===== src/hdl/arm_pkg.sv =====
`default_nettype none

package arm_pkg;

    localparam int DATA_W     = 32;
    localparam int REG_ADDR_W = 4;

    localparam logic [REG_ADDR_W-1:0] PC_REG  = 4'd15;
    localparam logic [REG_ADDR_W-1:0] LR_REG  = 4'd14;
    localparam logic [DATA_W-1:0]     DONE_PC = 32'hFFFF_FFFC;  // Last word address

    // Values match the opcode field of the instruction
    typedef enum logic [3:0] {
        ALU_AND = 4'b0000,
        ALU_EOR = 4'b0001,
        ALU_SUB = 4'b0010,
        ALU_RSB = 4'b0011,
        ALU_ADD = 4'b0100,
        ALU_CMP = 4'b1010,
        ALU_ORR = 4'b1100,
        ALU_MOV = 4'b1101,
        ALU_MVN = 4'b1111
    } alu_op_e;

    typedef enum logic [3:0] {
        COND_EQ, COND_NE, COND_CS, COND_CC, COND_MI, COND_PL, COND_VS, COND_VC,
        COND_HI, COND_LS, COND_GE, COND_LT, COND_GT, COND_LE, COND_AL
    } cond_e;

    typedef enum logic [1:0] {FWD_NONE, FWD_EXMEM, FWD_MEMWB} fwd_sel_e;

    typedef enum logic [1:0] {WB_ALU, WB_MEM, WB_LINK} wb_sel_e;

    typedef struct packed {
        logic [3:0]            cond;
        logic [1:0]            cls;       // 00 here
        logic                  imm;
        logic [3:0]            opcode;
        logic                  s;
        logic [REG_ADDR_W-1:0] rn;
        logic [REG_ADDR_W-1:0] rd;
        logic [11:0]           operand2;  // Rotate and imm8, or Rm
    } dp_fmt_t;

    typedef struct packed {
        logic [3:0]            cond;
        logic [1:0]            cls;       // 01 here
        logic                  reg_off;
        logic                  p;
        logic                  u;
        logic                  b;
        logic                  w;
        logic                  l;
        logic [REG_ADDR_W-1:0] rn;
        logic [REG_ADDR_W-1:0] rd;
        logic [11:0]           offset12;
    } ls_fmt_t;

    typedef struct packed {
        logic [3:0]  cond;
        logic [1:0]  cls;                 // 10 here
        logic        one;                 // Set for B and BL, clear for block transfer
        logic        link;
        logic [23:0] offset24;
    } br_fmt_t;

    typedef union packed {
        dp_fmt_t dp_fmt;
        ls_fmt_t ls_fmt;
        br_fmt_t br_fmt;
    } instr_u;

    typedef struct packed {
        cond_e   cond;
        alu_op_e alu_op;
        logic    use_imm;
        logic    set_flags;
        logic    is_branch;
        logic    is_link;
        logic    mem_read;
        logic    mem_write;
        logic    pre_index;
        wb_sel_e wb_sel;
        logic    wr_en;
        logic    writes_result;           // Rd is the destination
        logic    use_rn;
        logic    use_rm;
        logic    use_rd;
    } ctrl_t;

    typedef struct packed {
        logic                  valid;
        ctrl_t                 ctrl;
        logic [DATA_W-1:0]     pc_plus8;
        logic [REG_ADDR_W-1:0] rn_addr;
        logic [REG_ADDR_W-1:0] rm_addr;
        logic [REG_ADDR_W-1:0] rd_addr;
        logic [DATA_W-1:0]     rn_data;
        logic [DATA_W-1:0]     rm_data;
        logic [DATA_W-1:0]     rd_data;
        logic [DATA_W-1:0]     imm32;
    } idex_t;

    typedef struct packed {
        logic                  wr_en;
        logic [REG_ADDR_W-1:0] wr_addr;
        wb_sel_e               wb_sel;
        logic                  mem_read;
        logic                  mem_write;
        logic [DATA_W-1:0]     alu_result;
        logic [DATA_W-1:0]     mem_addr;
        logic [DATA_W-1:0]     store_data;
        logic [DATA_W-1:0]     pc_plus4;
    } exmem_t;

    typedef struct packed {
        logic                  wr_en;
        logic [REG_ADDR_W-1:0] wr_addr;
        wb_sel_e               wb_sel;
        logic [DATA_W-1:0]     alu_result;
        logic [DATA_W-1:0]     pc_plus4;
    } memwb_t;

endpackage

`default_nettype wire


===== src/hdl/fetch_stage.sv =====
`timescale 1ns/1ps
`default_nettype none

module fetch_stage (
    input  wire logic                       clk,
    input  wire logic                       rst_n,
    input  wire logic                       stall_i,
    input  wire logic                       flush_i,
    input  wire logic                       branch_taken_i,
    input  wire logic [arm_pkg::DATA_W-1:0] branch_target_i,
    input  wire logic [arm_pkg::DATA_W-1:0] i_mem_data_i,
    output logic [arm_pkg::DATA_W-1:0]      i_mem_addr_o,
    output arm_pkg::instr_u                 instr_o,
    output logic [arm_pkg::DATA_W-1:0]      pc_plus4_o,
    output logic                            valid_o
);

    logic [arm_pkg::DATA_W-1:0] pc_q;
    logic [arm_pkg::DATA_W-1:0] pc_plus4;
    logic [arm_pkg::DATA_W-1:0] hold_q;
    logic                       held_q;

    assign pc_plus4     = pc_q + 32'd4;
    assign i_mem_addr_o = pc_q;
    assign instr_o      = held_q ? hold_q : i_mem_data_i;

    always_ff @(posedge clk or negedge rst_n) begin
        if (!rst_n) begin
            pc_q <= '0;
        end else if (branch_taken_i) begin
            pc_q <= branch_target_i;
        end else if (!stall_i) begin
            pc_q <= pc_plus4;
        end
    end

    // IF/ID register, the word itself comes straight from the memory
    always_ff @(posedge clk or negedge rst_n) begin
        if (!rst_n) begin
            pc_plus4_o <= '0;
            valid_o    <= 1'b0;
        end else if (flush_i) begin
            valid_o <= 1'b0;
        end else if (!stall_i) begin
            pc_plus4_o <= pc_plus4;
            valid_o    <= 1'b1;
        end
    end

    // While stalled the memory already returns the following word
    always_ff @(posedge clk or negedge rst_n) begin
        if (!rst_n) begin
            held_q <= 1'b0;
        end else if (flush_i || !stall_i) begin
            held_q <= 1'b0;
        end else begin
            held_q <= 1'b1;
        end
    end

    always_ff @(posedge clk) begin
        if (stall_i && !held_q) begin
            hold_q <= i_mem_data_i;  // First stall cycle only
        end
    end

endmodule

`default_nettype wire


===== src/hdl/decoder.sv =====
`timescale 1ns/1ps
`default_nettype none

module decoder (
    input  wire arm_pkg::instr_u                  instr_i,
    input  wire logic                             valid_i,
    output arm_pkg::ctrl_t                        ctrl_o,
    output logic [arm_pkg::REG_ADDR_W-1:0]        rn_o,
    output logic [arm_pkg::REG_ADDR_W-1:0]        rm_o,
    output logic [arm_pkg::REG_ADDR_W-1:0]        rd_o,
    output logic [arm_pkg::DATA_W-1:0]            imm32_o
);

    arm_pkg::alu_op_e op;
    logic [63:0]      imm_dbl;
    logic             dp_ok;
    logic             ls_ok;
    logic             supported;

    // Register fields sit in the same bits for every kept format
    assign rn_o = instr_i.dp_fmt.rn;
    assign rd_o = instr_i.dp_fmt.rd;
    assign rm_o = instr_i.dp_fmt.operand2[3:0];
    assign op   = arm_pkg::alu_op_e'(instr_i.dp_fmt.opcode);

    // Rotate right by twice the 4-bit field
    assign imm_dbl = {2{24'd0, instr_i.dp_fmt.operand2[7:0]}}
                     >> {instr_i.dp_fmt.operand2[11:8], 1'b0};

    assign dp_ok = (instr_i.dp_fmt.imm || instr_i.dp_fmt.operand2[11:4] == 8'd0)
                   && (op inside {arm_pkg::ALU_AND, arm_pkg::ALU_EOR, arm_pkg::ALU_SUB,
                                  arm_pkg::ALU_RSB, arm_pkg::ALU_ADD, arm_pkg::ALU_CMP,
                                  arm_pkg::ALU_ORR, arm_pkg::ALU_MOV, arm_pkg::ALU_MVN})
                   && (op != arm_pkg::ALU_CMP || instr_i.dp_fmt.s);  // CMP without S is MRS

    // Word access, immediate offset, no base writeback
    assign ls_ok = !instr_i.ls_fmt.reg_off && !instr_i.ls_fmt.b && !instr_i.ls_fmt.w;

    always_comb begin
        ctrl_o    = '0;
        imm32_o   = '0;
        supported = 1'b0;
        case (instr_i.dp_fmt.cls)
            2'b00: begin
                imm32_o              = imm_dbl[31:0];
                ctrl_o.alu_op        = op;
                ctrl_o.use_imm       = instr_i.dp_fmt.imm;
                ctrl_o.set_flags     = instr_i.dp_fmt.s;
                ctrl_o.writes_result = (op != arm_pkg::ALU_CMP);
                ctrl_o.use_rn        = !(op inside {arm_pkg::ALU_MOV, arm_pkg::ALU_MVN});
                ctrl_o.use_rm        = !instr_i.dp_fmt.imm;
                supported            = dp_ok;
            end
            2'b01: begin
                imm32_o              = {20'd0, instr_i.ls_fmt.offset12};
                ctrl_o.alu_op        = instr_i.ls_fmt.u ? arm_pkg::ALU_ADD : arm_pkg::ALU_SUB;
                ctrl_o.use_imm       = 1'b1;
                ctrl_o.mem_read      = instr_i.ls_fmt.l;
                ctrl_o.mem_write     = !instr_i.ls_fmt.l;
                ctrl_o.pre_index     = instr_i.ls_fmt.p;
                ctrl_o.wb_sel        = arm_pkg::WB_MEM;
                ctrl_o.writes_result = instr_i.ls_fmt.l;
                ctrl_o.use_rn        = 1'b1;
                ctrl_o.use_rd        = !instr_i.ls_fmt.l;  // Store data
                supported            = ls_ok;
            end
            2'b10: begin
                imm32_o          = {{6{instr_i.br_fmt.offset24[23]}},
                                    instr_i.br_fmt.offset24, 2'b00};
                ctrl_o.is_branch = 1'b1;
                ctrl_o.is_link   = instr_i.br_fmt.link;
                ctrl_o.wb_sel    = arm_pkg::WB_LINK;
                supported        = instr_i.br_fmt.one;
            end
            default: ;
        endcase
        ctrl_o.cond  = arm_pkg::cond_e'(instr_i.dp_fmt.cond);
        ctrl_o.wr_en = ctrl_o.writes_result || ctrl_o.is_link;
        if (!valid_i || !supported || instr_i.dp_fmt.cond == 4'hF) begin
            ctrl_o = '0;  // Bubble
        end
    end

endmodule

`default_nettype wire


===== src/hdl/regfile.sv =====
`timescale 1ns/1ps
`default_nettype none

module regfile (
    input  wire logic                             clk,
    input  wire logic                             rst_n,
    input  wire logic [arm_pkg::REG_ADDR_W-1:0]   ra_i,
    input  wire logic [arm_pkg::REG_ADDR_W-1:0]   rb_i,
    input  wire logic [arm_pkg::REG_ADDR_W-1:0]   rc_i,
    input  wire logic [arm_pkg::DATA_W-1:0]       pc_plus8_i,
    input  wire logic                             we_i,
    input  wire logic [arm_pkg::REG_ADDR_W-1:0]   wa_i,
    input  wire logic [arm_pkg::DATA_W-1:0]       wd_i,
    output logic [arm_pkg::DATA_W-1:0]            ra_o,
    output logic [arm_pkg::DATA_W-1:0]            rb_o,
    output logic [arm_pkg::DATA_W-1:0]            rc_o
);

    logic [arm_pkg::DATA_W-1:0] regs_q [16];

    function automatic logic [arm_pkg::DATA_W-1:0] read_port(
        input logic [arm_pkg::REG_ADDR_W-1:0] addr
    );
        if (addr == arm_pkg::PC_REG) begin
            return pc_plus8_i;
        end
        if (we_i && wa_i == addr) begin
            return wd_i;  // Write-through from WB
        end
        return regs_q[addr];
    endfunction

    always_comb begin
        ra_o = read_port(ra_i);
        rb_o = read_port(rb_i);
        rc_o = read_port(rc_i);
    end

    always_ff @(posedge clk or negedge rst_n) begin
        if (!rst_n) begin
            for (int i = 0; i < 16; i++) begin
                regs_q[i] <= '0;
            end
        end else if (we_i) begin
            regs_q[wa_i] <= wd_i;
        end
    end

endmodule

`default_nettype wire


===== src/hdl/hazard_unit.sv =====
`timescale 1ns/1ps
`default_nettype none

module hazard_unit (
    input  wire logic [arm_pkg::REG_ADDR_W-1:0] rn_i,
    input  wire logic [arm_pkg::REG_ADDR_W-1:0] rm_i,
    input  wire logic [arm_pkg::REG_ADDR_W-1:0] rd_i,
    input  wire logic                           use_rn_i,
    input  wire logic                           use_rm_i,
    input  wire logic                           use_rd_i,
    input  wire arm_pkg::idex_t                 idex_i,
    input  wire arm_pkg::exmem_t                exmem_i,
    input  wire arm_pkg::memwb_t                memwb_i,
    input  wire logic                           branch_taken_i,
    output logic                                stall_o,
    output logic                                flush_ifid_o,
    output logic                                flush_idex_o,
    output arm_pkg::fwd_sel_e                   fwd_a_o,
    output arm_pkg::fwd_sel_e                   fwd_b_o,
    output arm_pkg::fwd_sel_e                   fwd_d_o
);

    logic load_in_ex;

    function automatic logic load_hit(
        input logic [arm_pkg::REG_ADDR_W-1:0] addr,
        input logic                           use_src,
        input logic [arm_pkg::REG_ADDR_W-1:0] dest
    );
        return use_src && addr != arm_pkg::PC_REG && addr == dest;
    endfunction

    // Youngest producer wins, loads in EX/MEM are covered by the stall
    function automatic arm_pkg::fwd_sel_e src_sel(
        input logic [arm_pkg::REG_ADDR_W-1:0] addr,
        input logic                           use_src,
        input arm_pkg::exmem_t                em,
        input arm_pkg::memwb_t                mw
    );
        if (!use_src || addr == arm_pkg::PC_REG) begin
            return arm_pkg::FWD_NONE;
        end
        if (em.wr_en && !em.mem_read && em.wr_addr == addr) begin
            return arm_pkg::FWD_EXMEM;
        end
        if (mw.wr_en && mw.wr_addr == addr) begin
            return arm_pkg::FWD_MEMWB;
        end
        return arm_pkg::FWD_NONE;
    endfunction

    assign load_in_ex = idex_i.valid && idex_i.ctrl.mem_read && idex_i.ctrl.writes_result;

    assign stall_o = load_in_ex && (load_hit(rn_i, use_rn_i, idex_i.rd_addr)
                                 || load_hit(rm_i, use_rm_i, idex_i.rd_addr)
                                 || load_hit(rd_i, use_rd_i, idex_i.rd_addr));

    assign flush_ifid_o = branch_taken_i;
    assign flush_idex_o = branch_taken_i || stall_o;  // Stall leaves a bubble in EX

    assign fwd_a_o = src_sel(idex_i.rn_addr, idex_i.ctrl.use_rn, exmem_i, memwb_i);
    assign fwd_b_o = src_sel(idex_i.rm_addr, idex_i.ctrl.use_rm, exmem_i, memwb_i);
    assign fwd_d_o = src_sel(idex_i.rd_addr, idex_i.ctrl.use_rd, exmem_i, memwb_i);

endmodule

`default_nettype wire


===== src/hdl/execute_stage.sv =====
`timescale 1ns/1ps
`default_nettype none

module execute_stage (
    input  wire logic                       clk,
    input  wire logic                       rst_n,
    input  wire arm_pkg::idex_t             idex_i,
    input  wire arm_pkg::fwd_sel_e          fwd_a_i,
    input  wire arm_pkg::fwd_sel_e          fwd_b_i,
    input  wire arm_pkg::fwd_sel_e          fwd_d_i,
    input  wire logic [arm_pkg::DATA_W-1:0] exmem_fwd_i,
    input  wire logic [arm_pkg::DATA_W-1:0] memwb_fwd_i,
    output arm_pkg::exmem_t                 exmem_o,
    output logic                            branch_taken_o,
    output logic [arm_pkg::DATA_W-1:0]      branch_target_o
);

    logic [3:0]                 nzcv_q;
    logic [3:0]                 nzcv_d;
    logic [arm_pkg::DATA_W-1:0] op_a;
    logic [arm_pkg::DATA_W-1:0] op_b;
    logic [arm_pkg::DATA_W-1:0] rm_val;
    logic [arm_pkg::DATA_W-1:0] st_val;
    logic [arm_pkg::DATA_W-1:0] result;
    logic [arm_pkg::DATA_W-1:0] add_x;
    logic [arm_pkg::DATA_W-1:0] add_y;
    logic                       add_cin;
    logic [arm_pkg::DATA_W:0]   sum;
    logic                       overflow;
    logic                       is_arith;
    logic                       cond_ok;

    function automatic logic [arm_pkg::DATA_W-1:0] fwd_mux(
        input arm_pkg::fwd_sel_e          sel,
        input logic [arm_pkg::DATA_W-1:0] reg_val
    );
        case (sel)
            arm_pkg::FWD_EXMEM: return exmem_fwd_i;
            arm_pkg::FWD_MEMWB: return memwb_fwd_i;
            default:            return reg_val;
        endcase
    endfunction

    function automatic logic cond_pass(input arm_pkg::cond_e cond, input logic [3:0] f);
        logic n, z, c, v;
        {n, z, c, v} = f;
        case (cond)
            arm_pkg::COND_EQ: return z;
            arm_pkg::COND_NE: return !z;
            arm_pkg::COND_CS: return c;
            arm_pkg::COND_CC: return !c;
            arm_pkg::COND_MI: return n;
            arm_pkg::COND_PL: return !n;
            arm_pkg::COND_VS: return v;
            arm_pkg::COND_VC: return !v;
            arm_pkg::COND_HI: return c && !z;
            arm_pkg::COND_LS: return !c || z;
            arm_pkg::COND_GE: return n == v;
            arm_pkg::COND_LT: return n != v;
            arm_pkg::COND_GT: return !z && (n == v);
            arm_pkg::COND_LE: return z || (n != v);
            default:          return 1'b1;
        endcase
    endfunction

    always_comb begin
        op_a   = fwd_mux(fwd_a_i, idex_i.rn_data);
        rm_val = fwd_mux(fwd_b_i, idex_i.rm_data);
        st_val = fwd_mux(fwd_d_i, idex_i.rd_data);
        op_b   = idex_i.ctrl.use_imm ? idex_i.imm32 : rm_val;
    end

    // One adder, subtraction as x + ~y + 1 so C is the inverted borrow
    always_comb begin
        add_x   = op_a;
        add_y   = op_b;
        add_cin = 1'b0;
        case (idex_i.ctrl.alu_op)
            arm_pkg::ALU_SUB, arm_pkg::ALU_CMP: begin
                add_y   = ~op_b;
                add_cin = 1'b1;
            end
            arm_pkg::ALU_RSB: begin
                add_x   = op_b;
                add_y   = ~op_a;
                add_cin = 1'b1;
            end
            default: ;
        endcase
    end

    assign sum      = {1'b0, add_x} + {1'b0, add_y} + 33'(add_cin);
    assign overflow = (add_x[31] == add_y[31]) && (sum[31] != add_x[31]);

    always_comb begin
        case (idex_i.ctrl.alu_op)
            arm_pkg::ALU_AND: result = op_a & op_b;
            arm_pkg::ALU_EOR: result = op_a ^ op_b;
            arm_pkg::ALU_ORR: result = op_a | op_b;
            arm_pkg::ALU_MOV: result = op_b;
            arm_pkg::ALU_MVN: result = ~op_b;
            default:          result = sum[31:0];
        endcase
    end

    // Logical ops leave C and V alone, there is no shifter carry
    assign is_arith = idex_i.ctrl.alu_op inside {arm_pkg::ALU_SUB, arm_pkg::ALU_RSB,
                                                 arm_pkg::ALU_ADD, arm_pkg::ALU_CMP};
    assign nzcv_d   = {result[31], result == '0,
                       is_arith ? sum[32] : nzcv_q[1],
                       is_arith ? overflow : nzcv_q[0]};

    // Flags land on the edge that ends EX, so the next instruction sees them
    assign cond_ok = idex_i.valid && cond_pass(idex_i.ctrl.cond, nzcv_q);

    always_ff @(posedge clk or negedge rst_n) begin
        if (!rst_n) begin
            nzcv_q <= 4'b0000;
        end else if (cond_ok && idex_i.ctrl.set_flags) begin
            nzcv_q <= nzcv_d;
        end
    end

    assign branch_taken_o  = cond_ok && idex_i.ctrl.is_branch;
    assign branch_target_o = idex_i.pc_plus8 + idex_i.imm32;

    always_comb begin
        exmem_o.wr_en      = cond_ok && idex_i.ctrl.wr_en;
        exmem_o.wr_addr    = idex_i.ctrl.is_link ? arm_pkg::LR_REG : idex_i.rd_addr;
        exmem_o.wb_sel     = idex_i.ctrl.wb_sel;
        exmem_o.mem_read   = cond_ok && idex_i.ctrl.mem_read;
        exmem_o.mem_write  = cond_ok && idex_i.ctrl.mem_write;
        exmem_o.alu_result = result;
        exmem_o.mem_addr   = idex_i.ctrl.pre_index ? result : op_a;  // Post-index uses Rn
        exmem_o.store_data = st_val;
        exmem_o.pc_plus4   = idex_i.pc_plus8 - 32'd4;
    end

endmodule

`default_nettype wire


===== src/hdl/arm_core.sv =====
`timescale 1ns/1ps
`default_nettype none

module arm_core (
    input  wire logic                       clk,
    input  wire logic                       rst_n,
    input  wire logic [arm_pkg::DATA_W-1:0] i_mem_data_i,
    output logic [arm_pkg::DATA_W-1:0]      i_mem_addr_o,
    input  wire logic [arm_pkg::DATA_W-1:0] d_mem_data_i,
    output logic [arm_pkg::DATA_W-1:0]      d_mem_addr_o,
    output logic [arm_pkg::DATA_W-1:0]      d_mem_data_o,
    output logic                            d_mem_wen_o,
    output logic                            done_o
);

    logic                               stall;
    logic                               flush_ifid;
    logic                               flush_idex;
    logic                               branch_taken;
    logic [arm_pkg::DATA_W-1:0]         branch_target;
    arm_pkg::instr_u                    instr_id;
    logic [arm_pkg::DATA_W-1:0]         pc_plus4_id;
    logic [arm_pkg::DATA_W-1:0]         pc_plus8_id;
    logic                               valid_id;
    arm_pkg::ctrl_t                     ctrl_id;
    logic [arm_pkg::REG_ADDR_W-1:0]     rn_id;
    logic [arm_pkg::REG_ADDR_W-1:0]     rm_id;
    logic [arm_pkg::REG_ADDR_W-1:0]     rd_id;
    logic [arm_pkg::DATA_W-1:0]         imm32_id;
    logic [arm_pkg::DATA_W-1:0]         rn_data_id;
    logic [arm_pkg::DATA_W-1:0]         rm_data_id;
    logic [arm_pkg::DATA_W-1:0]         rd_data_id;
    arm_pkg::idex_t                     idex_q;
    arm_pkg::exmem_t                    exmem_d;
    arm_pkg::exmem_t                    exmem_q;
    arm_pkg::memwb_t                    memwb_q;
    arm_pkg::fwd_sel_e                  fwd_a;
    arm_pkg::fwd_sel_e                  fwd_b;
    arm_pkg::fwd_sel_e                  fwd_d;
    logic [arm_pkg::DATA_W-1:0]         exmem_fwd;
    logic [arm_pkg::DATA_W-1:0]         wb_data;

    assign pc_plus8_id = pc_plus4_id + 32'd4;
    assign done_o      = (i_mem_addr_o == arm_pkg::DONE_PC);

    fetch_stage fetch_stage_i (
        .clk             (clk),
        .rst_n           (rst_n),
        .stall_i         (stall),
        .flush_i         (flush_ifid),
        .branch_taken_i  (branch_taken),
        .branch_target_i (branch_target),
        .i_mem_data_i    (i_mem_data_i),
        .i_mem_addr_o    (i_mem_addr_o),
        .instr_o         (instr_id),
        .pc_plus4_o      (pc_plus4_id),
        .valid_o         (valid_id)
    );

    decoder decoder_i (
        .instr_i (instr_id),
        .valid_i (valid_id),
        .ctrl_o  (ctrl_id),
        .rn_o    (rn_id),
        .rm_o    (rm_id),
        .rd_o    (rd_id),
        .imm32_o (imm32_id)
    );

    regfile regfile_i (
        .clk        (clk),
        .rst_n      (rst_n),
        .ra_i       (rn_id),
        .rb_i       (rm_id),
        .rc_i       (rd_id),
        .pc_plus8_i (pc_plus8_id),
        .we_i       (memwb_q.wr_en),
        .wa_i       (memwb_q.wr_addr),
        .wd_i       (wb_data),
        .ra_o       (rn_data_id),
        .rb_o       (rm_data_id),
        .rc_o       (rd_data_id)
    );

    hazard_unit hazard_unit_i (
        .rn_i           (rn_id),
        .rm_i           (rm_id),
        .rd_i           (rd_id),
        .use_rn_i       (ctrl_id.use_rn),
        .use_rm_i       (ctrl_id.use_rm),
        .use_rd_i       (ctrl_id.use_rd),
        .idex_i         (idex_q),
        .exmem_i        (exmem_q),
        .memwb_i        (memwb_q),
        .branch_taken_i (branch_taken),
        .stall_o        (stall),
        .flush_ifid_o   (flush_ifid),
        .flush_idex_o   (flush_idex),
        .fwd_a_o        (fwd_a),
        .fwd_b_o        (fwd_b),
        .fwd_d_o        (fwd_d)
    );

    always_ff @(posedge clk or negedge rst_n) begin
        if (!rst_n) begin
            idex_q <= '0;
        end else if (flush_idex) begin
            idex_q <= '0;
        end else begin
            idex_q.valid    <= valid_id;
            idex_q.ctrl     <= ctrl_id;
            idex_q.pc_plus8 <= pc_plus8_id;
            idex_q.rn_addr  <= rn_id;
            idex_q.rm_addr  <= rm_id;
            idex_q.rd_addr  <= rd_id;
            idex_q.rn_data  <= rn_data_id;
            idex_q.rm_data  <= rm_data_id;
            idex_q.rd_data  <= rd_data_id;
            idex_q.imm32    <= imm32_id;
        end
    end

    execute_stage execute_stage_i (
        .clk             (clk),
        .rst_n           (rst_n),
        .idex_i          (idex_q),
        .fwd_a_i         (fwd_a),
        .fwd_b_i         (fwd_b),
        .fwd_d_i         (fwd_d),
        .exmem_fwd_i     (exmem_fwd),
        .memwb_fwd_i     (wb_data),
        .exmem_o         (exmem_d),
        .branch_taken_o  (branch_taken),
        .branch_target_o (branch_target)
    );

    always_ff @(posedge clk or negedge rst_n) begin
        if (!rst_n) begin
            exmem_q <= '0;
        end else begin
            exmem_q <= exmem_d;
        end
    end

    // BL result in EX/MEM is the link address, not the ALU output
    assign exmem_fwd = (exmem_q.wb_sel == arm_pkg::WB_LINK) ? exmem_q.pc_plus4
                                                             : exmem_q.alu_result;

    assign d_mem_addr_o = exmem_q.mem_addr;
    assign d_mem_data_o = exmem_q.store_data;
    assign d_mem_wen_o  = exmem_q.mem_write;

    always_ff @(posedge clk or negedge rst_n) begin
        if (!rst_n) begin
            memwb_q <= '0;
        end else begin
            memwb_q.wr_en      <= exmem_q.wr_en;
            memwb_q.wr_addr    <= exmem_q.wr_addr;
            memwb_q.wb_sel     <= exmem_q.wb_sel;
            memwb_q.alu_result <= exmem_q.alu_result;
            memwb_q.pc_plus4   <= exmem_q.pc_plus4;
        end
    end

    // Load data arrives from the memory during WB
    always_comb begin
        case (memwb_q.wb_sel)
            arm_pkg::WB_MEM:  wb_data = d_mem_data_i;
            arm_pkg::WB_LINK: wb_data = memwb_q.pc_plus4;
            default:          wb_data = memwb_q.alu_result;
        endcase
    end

endmodule

`default_nettype wire


===== config.mk =====
export PLATFORM = sky130hd
export DESIGN_NAME = arm_core
export DESIGN_NICKNAME = d
export VERILOG_FILES = /design/src/hdl/arm_pkg.sv /design/src/hdl/fetch_stage.sv /design/src/hdl/decoder.sv /design/src/hdl/regfile.sv /design/src/hdl/hazard_unit.sv /design/src/hdl/execute_stage.sv /design/src/hdl/arm_core.sv
export SDC_FILE = /design/constraint.sdc
export NUM_CORES = 2
export LEC_CHECK = 0
export BUFFER_PORTS_ARGS = -buffer_cell sky130_fd_sc_hd__buf_2
export CAP_MARGIN = 20
export CORE_UTILIZATION = 35
export CTS_CLUSTER_DIAMETER = 60
export DETAILED_ROUTE_END_ITERATION = 8
export PLACE_DENSITY = 0.54
export SYNTH_ARGS = -nofsm -noshare
export SYNTH_HDL_FRONTEND = slang
export SYNTH_SLANG_ARGS = --single-unit

===== constraint.sdc =====
create_clock -name clk -period 7.4 [get_ports clk]
set_input_delay 0.37 -clock clk [delete_from_list [all_inputs] [get_ports clk]]
set_output_delay 0.37 -clock clk [all_outputs]
set_load 0.01 [all_outputs]

======== Word-level counts from Yosys, hierarchy flattened ========
Index checks and enable logic that the tools add are counted.
cells by class
  bitwise operators ....................... 11
  reduce and logical (&&, ||, !) cells .... 78
  equality and inequality tests ........... 69
  magnitude comparators ................... 5
  add/sub/neg operators ................... 6
  mux-type cells .......................... 101
  shift operators ......................... 1
operators by type and width
  kind                                                 number
  two-way mux 32 bit                                   26
  bitwise mux 512 bit                                  1
  binary-select mux 32 bit (select 4 bit)              3
  case mux 32 bit (2 select lines)                     5
  two-way mux 195 bit                                  1
  case mux 32 bit (5 select lines)                     1
  demux 32 bit (select 4 bit)                          1
  case mux 32 bit (3 select lines)                     1
  == test 4 bit (second input constant)                21
  adder 32 x 3 -> 32 bit (second input constant)       2
  inverter 32 bit                                      2
  == test 4 bit                                        12
  right shift 40 x 5 -> 32 bit                         1
  two-way mux 2 bit                                    19
  logical AND 1 bit                                    34
  two-way mux 1 bit                                    34
  adder 32 x 32 -> 33 bit                              1
  adder 33 x 1 -> 33 bit                               1
  adder 32 bit                                         1
  bitwise AND 32 bit                                   1
  == test 32 bit (second input constant)               1
  logical NOT 32 bit                                   1
  OR 32 bit                                            1
  subtractor 32 x 3 -> 32 bit (second input constant)  1
  32 further kinds                                     99
storage, ports and cells
  register bits ........................... 1017

======== Depth between registers and ports, before layout ========
  depth after elaboration ................. 19
  mapped depth ............................ 28
  gate-level depth less buffers ........... 26

======== Modules after synthesis ========
From an unflattened synthesis, not the netlist that was laid out.
second synthesis, totals
  cell total of the unflattened synthesis .. 5585
  area total of the unflattened synthesis .. 63096.8 um^2
modules (own cells, without submodules)
  module         area an instance (um^2)  instances  cells each  sequential area each (um^2)
  regfile        32348.5                  1          2272        12812.3
  arm_core       13586.8                  1          953         10084.7
  execute_stage  10204.8                  1          1587        100.1
  fetch_stage    4998.5                   1          475         2612.5
  decoder        1377.6                   1          219         0.0
  hazard_unit    580.6                    1          79          0.0

======== Worst setup path after synthesis ========
Ideal clock, no wire load.
  path kind ............................... register -> register
  start ................................... register memwb_q[67] (netlist name)
  end ..................................... register execute_stage_i.nzcv_q[2]
  setup time .............................. 64 ps
  stages on the path, launching flop included .. 29
  path slack .............................. 1266 ps
  clock period less this slack ............ 6134 ps
  data arrival time ....................... 6070 ps
  path through ............................ dfrtp_1 -> clkbuf_1 -> clkbuf_1 -> xnor2_1 -> nand2_1 -> nor4_1 -> ha_1 -> or2_1 -> buf_2 -> buf_2 -> o21bai_1 -> o21a_1 -> inv_1 -> nand2_1 -> o21ai_0 -> fa_1 -> inv_1 -> fa_1 -> a211oi_1 -> o211ai_1 -> a21oi_1 -> nor2_1 -> a2111o_1 -> a21oi_1 -> xnor2_1 -> o21ai_0 -> or4_1 -> nor4_1 -> a21o_1
RTL lines
  element               line                  source
  from (decl)           arm_core.sv:36        arm_pkg::memwb_t memwb_q;
  to (signal assigned)  execute_stage.sv:120  nzcv_q <= nzcv_d;
  to (decl)             execute_stage.sv:18   logic [3:0] nzcv_q;

==> flow_summary.yaml <==
worst_setup_path:
  reg2reg_slack_ns: 0.82
  cp_data_required_time_ns: 8.11
  slowest_stage: "or4b_2"
  path_max_fanout: 10
  critPathKind: "reg2reg"
  max_stage_delay_ns: 0.74
  critPathTopFamily: "simple AND/OR/NAND/NOR gates"
  start_kind: "flop"
  crit_top_cell: "a21oi_1"
  crit_buf_inv: 4
  worstSetupEndpointType: "flop"
  cp_data_arrival_time_ns: 7.29
synth:
  ys_top_cells_by_count: "nand2_1, dfrtp_1, o21ai_0"
  ys.flop_type: "dfrtp_1"
  synthArstFlopShare_pct: 96.8
  syn_area_per_cell_um2: 9.14
  syn_nets: 6920
  synth_top_area_share_pct: 40.1
  synth_most_common_cell: "nand2_1"
  synth_area_leaders: "dfrtp_1, nand2_1, mux4_2"
  synth_top_area_cell: "dfrtp_1"
  ys_ff_latch: 1015
  postSynthCellCount: 6716
  ys_seq_area_share_pct: 41.7
  synth_warnings: 0
  ys_types: 86
  netlist_area_um2: 61400
  synth_edf_count: 32
sta:
  maxSlewViolCount: 0
  clock.fmax_mhz: 152
  tightest_slew_ns: 1.35
  maxSlewHeadroom_pct: 9.00
  fin_crit_sh_pct: 88.9
  hold_viol: 0
  finalSetupViolations: 0
  final.setup.tns_ns: 0
  skew_ns: 0.0352
  period_needed_ns: 6.58
  rsz0062_at_grt: "false"
global_route:
  grt_max_degree: 151
  antenna_found_initial: 13
  grt_usage_pct: 28.7
  grt_pass1_vias: 52300
  grt_pass1_wl_mm: 372
  grt_overflow: 0
clock_tree:
  cts.hold.buffers_added: 33
  postCtsSetupBuffers: 0
  clk_latency_ns: 0.77
  ctsResizeCount: 0
  clk_pin_slew_ns: 0.06
  tritoncts: "yes"
  numCtsBuffers: 120
  h-tree-depth: 3
  clockRootBuffer: "clkbuf_16"
  cts_buffer_depth: 3
  cts.sinks: 1015
floorplanning:
  initial_core_util_pct: 35.3
  dieArea_um2: 177000
  ios: 164
  rows: 153
  chipHeight_um: 421
  dieWidth_um: 421
  core_area_um2: 174000
routing:
  vias: 54500
  wl_per_cell_um: 28.5
  routed_via_density: 6.04
  first_iter_violations: 6434
  wl_mm: 257
  dr.pass1.iters: 6
  drc: 0
  antenna_left: 0
placed_design:
  place_congestion: 0.966
  io_buffer_count: 163
  hpwl_mm: 173
power:
  p_leak_nw: 29.6
  p_per_area_nw_per_um2: 249
  ir_worst_vdd_uv: 209
  power_w: 0.0171
cells_and_area:
  syn_to_final_growth_pct: 12.1
  n_fill_cell: 17200
  drive_gt1_share_pct: 13.2
  fin_util_pct: 39.5
  nets: 6798
hold_path:
  worstHoldPathType: "in2async"
flow_run:
  drv_cap: 0
run_status:
  status: "finished, final reports clean"
==> cells by family (layout without fill, tap and decap cells) <==
| logic type | after synthesis | count (layout) | share of synthesized area [%] |
|---|---|---|---|
| flops | 1015 | 1015 | 41.7 |
| simple gates | 2237 | 2237 | 15.9 |
| buf+inv | 719 | 700 | 4.97 |
| compound gates | 1892 | 1892 | 19.3 |
| xor+xnor | 222 | 222 | 3.17 |
| other cells | 0 | 7 | 0 |
| fa+ha+maj | 138 | 138 | 2.85 |
| mux | 493 | 493 | 12.2 |
==> layer usage <==
metal  GRT usage [%]  wire length (um)  vias up
met4            17.3             16800        6
li1                -                 -    24000
met3            4.97             20400      592
met5               0                59        -
met1            37.8            106000    27300
met2            44.1            114000     2628
==> worst register-to-register path: stages (launching register included) <==
cell and delay (ns):
dfrtp_1 0.62, xnor2_1 0.18, nand3_1 0.10, nor4_1 0.29, buf_4 0.20, ha_1 0.31, or2_1 0.27, o21bai_1 0.18
o21a_1 0.24, inv_1 0.09, nand2_1 0.05, o21ai_0 0.14, fa_1 0.25, inv_1 0.07, fa_1 0.49, a211oi_1 0.42
o211ai_1 0.21, a21oi_1 0.28, buf_4 0.20, o211ai_1 0.17, nand2_1 0.16, xnor2_1 0.08, a21oi_1 0.16, a21oi_1 0.08
or4b_2 0.74, nor4_1 0.42, a21o_1 0.12
==> placed cells by master, fill, tap and decap left out, drive strengths merged, types with 20 or more instances in the layout <==
cell type	n
xnor2	154
a21o	30
nor2b	57
buf	327
and2	100
nand2	1200
a311oi	40
edfxtp	32
nor2	377
a22oi	88
nand3	152
nand2b	28
mux2	68
a221oi	50
o22ai	93
nand4	31
nor3	152
clkinv	36
a211oi	230
and3	60
mux2i	230
nor4	26
o21ai	752
xor2	68
dlygate4sd3	33
mux4	195
o221ai	96
ha	135
clkbuf	175
dfrtp	983
inv	119
a31oi	97
o211ai	20
a221o	24
o21a	36
a21oi	264
==> path summary, 6_finish.rpt <==
kind	cells past startpoint	to	from
hold / removal	2	idex_q[191]$_DFF_PN0_	rst_n
min in group clk	2	fetch_stage_i.hold_q[25]$_DFFE_PP_	i_mem_data_i[25]
hold reg to reg	0	memwb_q[19]$_DFF_PN0_	exmem_q[19]$_DFF_PN0_
setup reg to reg	26	execute_stage_i.nzcv_q[2]$_DFFE_PN0P_	memwb_q[69]$_DFF_PN0_
max in group asynchronous	4	regfile_i.regs_q[509]$_DFFE_PN0P_	rst_n
setup / recovery	26	execute_stage_i.nzcv_q[2]$_DFFE_PN0P_	memwb_q[69]$_DFF_PN0_
==> state kept, by name, summed over array words and instances, names as in the netlist <==
name	count
d_mem_wen_o	1
idex_q	193
fetch_stage_i.valid_o	1
regfile_i.regs_q	512
fetch_stage_i.held_q	1
fetch_stage_i.i_mem_addr_o	32
memwb_q	71
fetch_stage_i.hold_q	32
execute_stage_i.nzcv_q	4
d_mem_data_o	32
d_mem_addr_o	32
exmem_q	72
fetch_stage_i.pc_plus4_o	32
==> metrics by stage <==
stage               hold slack (ns)  instances  setup WS (ns)  cell area, um2
floorplan                    0.0744       6716           1.27           61400
global placement              0.353       8756          0.874           64200
detailed placement            0.349       8757          0.854           64200
CTS                           0.174       9015          0.823           68700
global route                  0.234       9024          0.297           68700
finish                        0.186       9029          0.821           68800
==> power by group <==
group / switching, W / internal [W] / total (W)
clock network: 0.00260 / 0.00362 / 0.00622
registers: 0.000669 / 0.00620 / 0.00687
logic: 0.00264 / 0.00140 / 0.00404
==> layout make-up <==
type / instances / area (um2) / share of cell area [%]
timing repair buffer: 367 / 2590 / 3.77
inverter: 108 / 407 / 0.591
antenna: 7 / 17.5 / 0.0255
clock inverter: 57 / 569 / 0.828
tap: 2325 / 2910 / 4.23
clock buffer: 168 / 3560 / 5.18
sequential: 1015 / 25600 / 37.2
multi-input combinational: 4982 / 33100 / 48.2
No activity file was read; power rests on OpenSTA's default activity.
